File: config.mk
export PLATFORM = sky130hd
export DESIGN_NAME = rv_top
export DESIGN_NICKNAME = d
export VERILOG_FILES = /design/src/hw/rv_pkg.sv /design/src/hw/rv_dec_exe_if.sv /design/src/hw/rv_fetch.sv /design/src/hw/rv_decode.sv /design/src/hw/rv_regs.sv /design/src/hw/rv_execute.sv /design/src/hw/rv_top.sv
export VERILOG_INCLUDE_DIRS = /design/src /design/src/hw
export SDC_FILE = /design/constraint.sdc
export NUM_CORES = 2
export LEC_CHECK = 0
export ABC_CLOCK_PERIOD_IN_PS = 5130
export CORE_ASPECT_RATIO = 0.75
export CORE_MARGIN = 2
export CORE_UTILIZATION = 40
export DETAILED_ROUTE_END_ITERATION = 6
export DONT_BUFFER_PORTS = 1
export PLACE_DENSITY = 0.6
export SLEW_MARGIN = 25
export SYNTH_ARGS = -nofsm -noshare
export SYNTH_HDL_FRONTEND = slang
export SYNTH_SLANG_ARGS = --single-unit
File: constraint.sdc
create_clock -name i_clk -period 5.13 [get_ports i_clk]
set_clock_uncertainty 0.15 [all_clocks]
set_input_delay 0.513 -clock i_clk [delete_from_list [all_inputs] [get_ports i_clk]]
set_output_delay 0.513 -clock i_clk [all_outputs]
set_load 0.02 [all_outputs]
File: src/hw/rv_macros.svh
`ifndef RV_MACROS_SVH
`define RV_MACROS_SVH

`define RV_XLEN         32
`define RV_REG_AW       5
`define RV_IADDR_W      16
`define RV_RESET_ADDR   16'h0000

// Major opcodes of the supported RV32I subset.
`define RV_OPC_OP       7'b0110011
`define RV_OPC_OP_IMM   7'b0010011
`define RV_OPC_LUI      7'b0110111
`define RV_OPC_BRANCH   7'b1100011
`define RV_OPC_JAL      7'b1101111

`endif

File: src/hw/rv_pkg.sv
`include "rv_macros.svh"

package rv_pkg;

    typedef struct packed {
        logic [6:0]             funct7;
        logic [`RV_REG_AW-1:0]  rs2;
        logic [`RV_REG_AW-1:0]  rs1;
        logic [2:0]             funct3;
        logic [`RV_REG_AW-1:0]  rd;
        logic [6:0]             opcode;
    } rv_r_type_t;

    typedef struct packed {
        logic [11:0]            imm12;
        logic [`RV_REG_AW-1:0]  rs1;
        logic [2:0]             funct3;
        logic [`RV_REG_AW-1:0]  rd;
        logic [6:0]             opcode;
    } rv_i_type_t;

    typedef struct packed {
        logic                   imm12;          // Sign bit of the branch offset.
        logic [5:0]             imm10_5;
        logic [`RV_REG_AW-1:0]  rs2;
        logic [`RV_REG_AW-1:0]  rs1;
        logic [2:0]             funct3;
        logic [3:0]             imm4_1;
        logic                   imm11;
        logic [6:0]             opcode;
    } rv_b_type_t;

    typedef union packed {
        rv_r_type_t r;
        rv_i_type_t i;
        rv_b_type_t b;
    } rv_instr_u;

    typedef enum logic [3:0] {
        ALU_ADD, ALU_SUB, ALU_SLL, ALU_SLT, ALU_SLTU, ALU_XOR,
        ALU_SRL, ALU_SRA, ALU_OR, ALU_AND, ALU_PASS_B
    } rv_alu_op_e;

endpackage

File: src/hw/rv_dec_exe_if.sv
`timescale 1ns/1ps

`include "rv_macros.svh"

interface rv_dec_exe_if
    import rv_pkg::*;
();
    logic                       valid;
    logic [`RV_IADDR_W-1:0]     pc;
    logic [`RV_REG_AW-1:0]      rs1;
    logic [`RV_REG_AW-1:0]      rs2;
    logic [`RV_XLEN-1:0]        rs1_data;
    logic [`RV_XLEN-1:0]        rs2_data;
    logic [`RV_REG_AW-1:0]      rd;
    logic                       writes_rd;
    logic [`RV_XLEN-1:0]        imm;
    logic                       use_imm;   // Operand B is the immediate.
    rv_alu_op_e                 alu_op;
    logic                       is_branch;
    logic                       is_jal;
    logic [2:0]                 funct3;

    modport decode (
        output valid, pc, rs1, rs2, rs1_data, rs2_data, rd, writes_rd,
               imm, use_imm, alu_op, is_branch, is_jal, funct3
    );

    modport execute (
        input  valid, pc, rs1, rs2, rs1_data, rs2_data, rd, writes_rd,
               imm, use_imm, alu_op, is_branch, is_jal, funct3
    );

endinterface

File: src/hw/rv_fetch.sv
`timescale 1ns/1ps

`include "rv_macros.svh"

module rv_fetch
    import rv_pkg::*;
(
    input  logic                        i_clk,
    input  logic                        i_reset,
    input  logic                        i_redirect,
    input  logic [`RV_IADDR_W-1:0]      i_redirect_pc,
    input  logic                        i_instr_ack,
    input  logic [`RV_XLEN-1:0]         i_instr_data,
    output logic                        o_instr_req,
    output logic [`RV_IADDR_W-1:0]      o_instr_addr,
    output logic                        o_valid,
    output logic [`RV_IADDR_W-1:0]      o_pc,
    output rv_instr_u                   o_instr
);

    logic [`RV_IADDR_W-1:0] pc;

    // Nothing downstream stalls, so fetch always wants the next word.
    assign o_instr_req = 1'b1;
    assign o_instr_addr = pc;

    always_ff @(posedge i_clk)
    begin
        if (i_reset)
        begin
            pc <= `RV_RESET_ADDR;
            o_valid <= 1'b0;
        end
        else if (i_redirect)
        begin
            pc <= i_redirect_pc;    // An ack in this cycle is for the wrong path.
            o_valid <= 1'b0;
        end
        else
        begin
            if (i_instr_ack)
                pc <= pc + 3'd4;
            o_valid <= i_instr_ack;
        end
    end

    always_ff @(posedge i_clk)
    begin
        if (i_instr_ack)
        begin
            o_pc <= pc;
            o_instr <= i_instr_data;
        end
    end

endmodule

File: src/hw/rv_decode.sv
`timescale 1ns/1ps

`include "rv_macros.svh"

module rv_decode
    import rv_pkg::*;
(
    input  logic                        i_clk,
    input  logic                        i_reset,
    input  logic                        i_flush,
    input  logic                        i_valid,
    input  logic [`RV_IADDR_W-1:0]      i_pc,
    input  rv_instr_u                   i_instr,
    output logic [`RV_REG_AW-1:0]       o_rs1,
    output logic [`RV_REG_AW-1:0]       o_rs2,
    input  logic [`RV_XLEN-1:0]         i_rs1_data,
    input  logic [`RV_XLEN-1:0]         i_rs2_data,
    rv_dec_exe_if.decode                dx
);

    logic [6:0]             opcode;
    logic                   alt;
    logic                   supported;
    logic                   writes_rd;
    logic                   use_imm;
    logic                   is_branch;
    logic                   is_jal;
    logic [`RV_XLEN-1:0]    imm;
    rv_alu_op_e             alu_op;

    // SUB exists only for register operands, SRA for both forms.
    function automatic rv_alu_op_e alu_from_funct3(input logic [2:0] funct3,
                                                   input logic alt_bit,
                                                   input logic reg_form);
        case (funct3)
            3'b000:  return (reg_form && alt_bit) ? ALU_SUB : ALU_ADD;
            3'b001:  return ALU_SLL;
            3'b010:  return ALU_SLT;
            3'b011:  return ALU_SLTU;
            3'b100:  return ALU_XOR;
            3'b101:  return alt_bit ? ALU_SRA : ALU_SRL;
            3'b110:  return ALU_OR;
            default: return ALU_AND;
        endcase
    endfunction

    assign opcode = i_instr.r.opcode;
    assign alt = i_instr.r.funct7[5];   // Same bit as imm12[10] for shift immediates.

    always_comb
    begin
        supported = 1'b1;
        writes_rd = 1'b0;
        use_imm = 1'b0;
        is_branch = 1'b0;
        is_jal = 1'b0;
        imm = '0;
        o_rs1 = '0;
        o_rs2 = '0;
        alu_op = ALU_ADD;
        case (opcode)
            `RV_OPC_OP:
            begin
                writes_rd = 1'b1;
                o_rs1 = i_instr.r.rs1;
                o_rs2 = i_instr.r.rs2;
                alu_op = alu_from_funct3(i_instr.r.funct3, alt, 1'b1);
            end
            `RV_OPC_OP_IMM:
            begin
                writes_rd = 1'b1;
                use_imm = 1'b1;
                o_rs1 = i_instr.i.rs1;
                imm = {{(`RV_XLEN-12){i_instr.i.imm12[11]}}, i_instr.i.imm12};
                alu_op = alu_from_funct3(i_instr.i.funct3, alt, 1'b0);
            end
            `RV_OPC_LUI:
            begin
                writes_rd = 1'b1;
                use_imm = 1'b1;
                imm = {i_instr[31:12], 12'b0};
                alu_op = ALU_PASS_B;
            end
            `RV_OPC_BRANCH:
            begin
                is_branch = 1'b1;
                o_rs1 = i_instr.b.rs1;
                o_rs2 = i_instr.b.rs2;
                imm = {{(`RV_XLEN-12){i_instr.b.imm12}}, i_instr.b.imm11,
                       i_instr.b.imm10_5, i_instr.b.imm4_1, 1'b0};
            end
            `RV_OPC_JAL:
            begin
                writes_rd = 1'b1;
                is_jal = 1'b1;
                imm = {{(`RV_XLEN-20){i_instr[31]}}, i_instr[19:12], i_instr[20],
                       i_instr[30:21], 1'b0};
            end
            default:
                supported = 1'b0;
        endcase
    end

    always_ff @(posedge i_clk)
    begin
        if (i_reset)
            dx.valid <= 1'b0;
        else
            dx.valid <= i_valid && supported && !i_flush;
    end

    always_ff @(posedge i_clk)
    begin
        dx.pc <= i_pc;
        dx.rs1 <= o_rs1;
        dx.rs2 <= o_rs2;
        dx.rs1_data <= i_rs1_data;
        dx.rs2_data <= i_rs2_data;
        dx.rd <= i_instr.r.rd;
        dx.writes_rd <= writes_rd;
        dx.imm <= imm;
        dx.use_imm <= use_imm;
        dx.alu_op <= alu_op;
        dx.is_branch <= is_branch;
        dx.is_jal <= is_jal;
        dx.funct3 <= i_instr.r.funct3;
    end

endmodule

File: src/hw/rv_regs.sv
`timescale 1ns/1ps

`include "rv_macros.svh"

module rv_regs
(
    input  logic                        i_clk,
    input  logic [`RV_REG_AW-1:0]       i_rs1,
    input  logic [`RV_REG_AW-1:0]       i_rs2,
    output logic [`RV_XLEN-1:0]         o_rs1_data,
    output logic [`RV_XLEN-1:0]         o_rs2_data,
    input  logic                        i_wr_en,
    input  logic [`RV_REG_AW-1:0]       i_wr_rd,
    input  logic [`RV_XLEN-1:0]         i_wr_data
);

    logic [`RV_XLEN-1:0] regs [1:(2**`RV_REG_AW)-1];   // x0 has no storage.

    always_ff @(posedge i_clk)
    begin
        if (i_wr_en && (i_wr_rd != '0))
            regs[i_wr_rd] <= i_wr_data;
    end

    // A write in the same cycle is passed straight through to the reader.
    assign o_rs1_data = (i_rs1 == '0) ? '0 :
                        (i_wr_en && (i_wr_rd == i_rs1)) ? i_wr_data : regs[i_rs1];
    assign o_rs2_data = (i_rs2 == '0) ? '0 :
                        (i_wr_en && (i_wr_rd == i_rs2)) ? i_wr_data : regs[i_rs2];

endmodule

File: src/hw/rv_execute.sv
`timescale 1ns/1ps

`include "rv_macros.svh"

module rv_execute
    import rv_pkg::*;
(
    input  logic                        i_clk,
    input  logic                        i_reset,
    rv_dec_exe_if.execute               dx,
    output logic                        o_redirect,
    output logic [`RV_IADDR_W-1:0]      o_redirect_pc,
    output logic                        o_retire_valid,
    output logic [`RV_REG_AW-1:0]       o_retire_rd,
    output logic [`RV_XLEN-1:0]         o_retire_data
);

    logic [`RV_XLEN-1:0]        op_a;
    logic [`RV_XLEN-1:0]        op_b_reg;
    logic [`RV_XLEN-1:0]        op_b;
    logic [`RV_XLEN-1:0]        alu_result;
    logic [`RV_XLEN-1:0]        result;
    logic [`RV_IADDR_W-1:0]     link_pc;
    logic                       branch_cond;
    logic                       write_en;

    // The retire register holds the instruction just ahead; x0 is never retired.
    assign op_a = (o_retire_valid && (o_retire_rd == dx.rs1)) ? o_retire_data : dx.rs1_data;
    assign op_b_reg = (o_retire_valid && (o_retire_rd == dx.rs2)) ? o_retire_data : dx.rs2_data;
    assign op_b = dx.use_imm ? dx.imm : op_b_reg;

    always_comb
    begin
        case (dx.alu_op)
            ALU_SUB:    alu_result = op_a - op_b;
            ALU_SLL:    alu_result = op_a << op_b[4:0];
            ALU_SLT:    alu_result = {{(`RV_XLEN-1){1'b0}}, $signed(op_a) < $signed(op_b)};
            ALU_SLTU:   alu_result = {{(`RV_XLEN-1){1'b0}}, op_a < op_b};
            ALU_XOR:    alu_result = op_a ^ op_b;
            ALU_SRL:    alu_result = op_a >> op_b[4:0];
            ALU_SRA:    alu_result = $signed(op_a) >>> op_b[4:0];
            ALU_OR:     alu_result = op_a | op_b;
            ALU_AND:    alu_result = op_a & op_b;
            ALU_PASS_B: alu_result = op_b;
            default:    alu_result = op_a + op_b;
        endcase
    end

    always_comb
    begin
        case (dx.funct3)
            3'b000:  branch_cond = (op_a == op_b_reg);
            3'b001:  branch_cond = (op_a != op_b_reg);
            3'b100:  branch_cond = ($signed(op_a) < $signed(op_b_reg));
            3'b101:  branch_cond = ($signed(op_a) >= $signed(op_b_reg));
            3'b110:  branch_cond = (op_a < op_b_reg);
            3'b111:  branch_cond = (op_a >= op_b_reg);
            default: branch_cond = 1'b0;
        endcase
    end

    assign link_pc = dx.pc + 3'd4;
    assign result = dx.is_jal ? {{(`RV_XLEN-`RV_IADDR_W){1'b0}}, link_pc} : alu_result;

    assign o_redirect = dx.valid && (dx.is_jal || (dx.is_branch && branch_cond));
    assign o_redirect_pc = dx.pc + dx.imm[`RV_IADDR_W-1:0];

    assign write_en = dx.valid && dx.writes_rd && (dx.rd != '0);

    always_ff @(posedge i_clk)
    begin
        if (i_reset)
            o_retire_valid <= 1'b0;
        else
            o_retire_valid <= write_en;
    end

    always_ff @(posedge i_clk)
    begin
        if (write_en)
        begin
            o_retire_rd <= dx.rd;
            o_retire_data <= result;
        end
    end

endmodule

File: src/hw/rv_top.sv
`timescale 1ns/1ps

`include "rv_macros.svh"

module rv_top
    import rv_pkg::*;
(
    input  logic                        i_clk,
    input  logic                        i_reset,
    output logic                        o_instr_req,
    output logic [`RV_IADDR_W-1:0]      o_instr_addr,
    input  logic                        i_instr_ack,
    input  logic [`RV_XLEN-1:0]         i_instr_data,
    output logic                        o_retire_valid,
    output logic [`RV_REG_AW-1:0]       o_retire_rd,
    output logic [`RV_XLEN-1:0]         o_retire_data
);

    logic                       redirect;
    logic [`RV_IADDR_W-1:0]     redirect_pc;
    logic                       fetch_valid;
    logic [`RV_IADDR_W-1:0]     fetch_pc;
    rv_instr_u                  fetch_instr;
    logic [`RV_REG_AW-1:0]      rs1;
    logic [`RV_REG_AW-1:0]      rs2;
    logic [`RV_XLEN-1:0]        rs1_data;
    logic [`RV_XLEN-1:0]        rs2_data;

    rv_dec_exe_if dx ();

    rv_fetch u_fetch
    (
        .i_clk              (i_clk),
        .i_reset            (i_reset),
        .i_redirect         (redirect),
        .i_redirect_pc      (redirect_pc),
        .i_instr_ack        (i_instr_ack),
        .i_instr_data       (i_instr_data),
        .o_instr_req        (o_instr_req),
        .o_instr_addr       (o_instr_addr),
        .o_valid            (fetch_valid),
        .o_pc               (fetch_pc),
        .o_instr            (fetch_instr)
    );

    rv_decode u_decode
    (
        .i_clk              (i_clk),
        .i_reset            (i_reset),
        .i_flush            (redirect),
        .i_valid            (fetch_valid),
        .i_pc               (fetch_pc),
        .i_instr            (fetch_instr),
        .o_rs1              (rs1),
        .o_rs2              (rs2),
        .i_rs1_data         (rs1_data),
        .i_rs2_data         (rs2_data),
        .dx                 (dx.decode)
    );

    // The retire register is also the register file write port.
    rv_regs u_regs
    (
        .i_clk              (i_clk),
        .i_rs1              (rs1),
        .i_rs2              (rs2),
        .o_rs1_data         (rs1_data),
        .o_rs2_data         (rs2_data),
        .i_wr_en            (o_retire_valid),
        .i_wr_rd            (o_retire_rd),
        .i_wr_data          (o_retire_data)
    );

    rv_execute u_execute
    (
        .i_clk              (i_clk),
        .i_reset            (i_reset),
        .dx                 (dx.execute),
        .o_redirect         (redirect),
        .o_redirect_pc      (redirect_pc),
        .o_retire_valid     (o_retire_valid),
        .o_retire_rd        (o_retire_rd),
        .o_retire_data      (o_retire_data)
    );

endmodule

==> flow_summary.yaml <==
status:
  outcome: "finished, violations left"
  violations: "design-rule violations"
synth:
  synth_edf_count: 1077
  synth.most_common_cell: "nand2_1"
  synth-async-reset-ratio_pct: 0
  synthFlopType: "edfxtp_1"
  yosysUniqueCellTypes: 104
  netlist_area_um2: 67790
  synth-seq-cells: 1234
  synth_top_area_share_pct: 47.71
  synthCells: 6736
  ys_warn_count: 0
  syn_nets: 6920
  netlist_top_cells_area: "edfxtp_1 (48%), nand2_1 (7.2%), dfxtp_1 (4.6%)"
  ys_seq_area_share_pct: 52.35
  synthTopCellsByCount: "nand2_1 (1298), edfxtp_1 (1077), a21oi_1 (464), clkbuf_1 (399), o21ai_0 (330)"
  yosysTopAreaCell: "edfxtp_1"
  synth.avg_cell_area_um2: 10.06
critical_path:
  ff2ff_path_depth: 18
  cp_max_fo: 5
  rrSetupSlack_ns: 0.11
  arrival_ns: 5.35
  crit_path_end_kind: "flip-flop"
  r2r-end: "u_execute.o_retire_data[31]"
  critPathLaunchType: "flip-flop"
  required_ns: 5.46
  crit_type: "reg -> reg"
  r2r_start: "u_execute.o_retire_rd[2]"
clock_network:
  h-tree-depth: 4
  path_clk_slew_ns: 0.06
  numCtsBuffers: 132
  cts_max_path_buffers: 3
  cts_tree: "yes"
  clock_sinks: 1234
  cts_root_buf: "clkbuf_16"
  clk_latency_ns: 0.80
layout:
  area_delta_synth_final_pct: 17.31
  layout-drive-gt1-share_pct: 16.23
  final_cells: 9347
  nNetsFinal: 7178
pwr:
  leakagePower_nw: 28.85
  vdd_drop_max_mv: 0.3265
  powerDensity_nw_per_um2: 284.1
routing:
  antenna_left: 0
  viasPerCell: 6.608
  drt_iter0_markers: 10430
  num_vias: 61770
  wire_per_inst_um: 31.61
  drc: 22
  drt_pass1_iterations: 7
  drt_wl_total_um: 295400
place:
  io_buffers: 0
  hpwl_um: 199600
  dp.cells: 9045
  place.gp.congestion: 1.078
floorplanning:
  start_util_pct: 40.38
  fp.dieW_um: 479.3
  die_area_um2: 172800
  num_rows: 130
  chipHeight_um: 360.5
  top_level_ports: 90
  coreArea_um2: 167900
sta:
  final-setup-viol-count: 0
  clock.fmax_ghz: 0.1992
  fin_crit_ns: 5.019
  hold_ws_ns: 0.05856
  min_period_over_period_pct: 97.84
  fin_tns_setup_ns: 0
  finalMaxSlewViolations: 0
  maxSlewHeadroom_pct: 15.20
  finalHoldViolations: 0
  rsz0062_at_grt: "yes"
  worst_pin_slew_ns: 1.268
global_routing:
  grt_pass1_vias: 57340
  grt_start_max_net_pins: 119
  antenna_found_initial: 10
  grt_pass1_wl_um: 417400
  track_usage_pct: 33.03
  grt_overflow: 0
flow_run:
  maxCapViolations: 0
worst_hold_path:
  min_from: "i_instr_ack"
  hp-class: "in -> reg"
  hold_depth: 4
  holdPathEnd: "u_fetch.o_instr_addr[4]"
## metrics by stage
step	worst slack (ns)	power (mW)	area (µm²)	util (%)
final	0.1109	22.59	79520	47.37
after global routing	-0.04724	23.12	79520	47.37
after CTS	-0.02961	22.48	78670	46.86
after detailed placement	-0.7019	13.13	73930	44.04
after global placement	-0.5621	13.12	73900	44.03
after floorplan	0.02878	12.20	67790	-
## worst max-delay path: stages, from the launching register on
cell and delay, ns:
edfxtp_1 0.48, xnor2_2 0.24, nand4_1 0.18, buf_6 0.17
nor2_4 0.23, clkbuf_16 0.23, mux2i_1 0.25, a21oi_1 0.13
ha_1 0.33, inv_1 0.08, a21oi_1 0.29, a21boi_4 0.13
o31ai_4 0.44, a31oi_4 0.20, o41ai_4 0.43, mux2i_1 0.23
a31oi_1 0.12, a2111oi_2 0.23, a41oi_1 0.16
## area by class of cell
cell class | instances | area (µm²)
diodes | 3 | 7.507
fillers | 15460 | 88340
inverters | 152 | 600.6
repair buffers | 672 | 5771
multi-input cells | 4802 | 30680
clock buffers | 177 | 3661
flip-flops and latches | 1234 | 35490
clock inverters | 63 | 505.5
well taps | 2244 | 2808
## worst max path at each step
stage                                             end                startpoint  slack, ns  depth (start not counted)
after global placement    u_execute.o_retire_data[31]  u_execute.o_retire_rd[2]      -0.56                         19
final                     u_execute.o_retire_data[31]  u_execute.o_retire_rd[2]       0.11                         18
after CTS                 u_execute.o_retire_data[27]  u_execute.o_retire_rd[2]      -0.03                         25
after detailed placement  u_execute.o_retire_data[31]  u_execute.o_retire_rd[2]      -0.70                         21
after floorplan           u_execute.o_retire_data[31]  u_execute.o_retire_rd[1]       0.03                         21
after global routing      u_execute.o_retire_data[27]  u_execute.o_retire_rd[2]      -0.05                         22
## state kept, by name, indices dropped and copies added, names as in the netlist, 16 cells and up
| name | cells |
|---|---|
| u_regs.regs | 992 |
| u_decode.dx.imm | 32 |
| u_decode.dx.rs1_data | 32 |
| u_decode.dx.rs2_data | 32 |
| u_execute.o_retire_data | 32 |
| u_fetch.o_instr | 32 |
| u_decode.dx.pc | 16 |
| u_fetch.o_instr_addr | 16 |
| u_fetch.o_pc | 16 |
## logic make-up (layout without fill, tap and decap cells)
kind of cell               Yosys count  after routing  synth area share (%)
adders and majority gates          149            149                 2.784
buffers and inverters              700           1064                 4.137
xor gates and xnor gates            73             73                0.9654
DFF                               1234           1234                 52.35
and+or+nand+nor                   2236           2236                 14.38
other                                1              4              0.005532
muxes                              336            336                 5.224
AOI/OAI and AO/OA                 2007           2007                 20.16
## per-layer routing
| metal | global-route usage, % | wire length [µm] | up-vias |
|---|---|---|---|
| met2 | 44.64 | 116800 | 4778 |
| li1 | - | - | 26130 |
| met3 | 12.36 | 44830 | 614 |
| met1 | 47.61 | 122200 | 30240 |
| met4 | 11.82 | 11100 | 12 |
| met5 | 0.4440 | 474 | - |
## power breakdown
group / total (mW) / switching [mW] / internal [mW]
sequential: 10.9 / 0.100 / 10.8
clock: 9.43 / 4.25 / 5.17
combinational: 2.24 / 1.42 / 0.817
## cells in the final DEF (no fill, tap or decap), types with 43 or more instances in the layout
cell type / Yosys / final
mux2_2: 106 / 105
edfxtp_1: 1077 / 1077
o221ai_1: 175 / 175
o21ai_0: 330 / 308
mux2i_1: 225 / 211
a311oi_1: 136 / 135
buf_4: 9 / 582
nor2_1: 280 / 236
nand2_1: 1298 / 1287
a22oi_1: 82 / 81
inv_1: 139 / 133
ha_1: 146 / 132
dfxtp_1: 157 / 156
and3_1: 123 / 122
nand3_1: 218 / 215
buf_12: 0 / 44
clkbuf_16: 0 / 140
a31oi_1: 207 / 206
o211ai_1: 119 / 119
a21o_1: 54 / 53
nor3_1: 86 / 82
nor2b_1: 62 / 60
a21oi_1: 464 / 445
a32oi_1: 43 / 43
a221oi_1: 67 / 63
## repair_timing
item | CTS | global route
buffers inserted | 7 | 18
hold buffers | 35 | 0
hold endpoints to repair | 99 | 0
setup endpoints to repair | 18 | 36
gates resized for setup | 33 | 152
cloned | 0 | 1
pin swaps | 12 | 46
(Power assumes the default switching activity.)
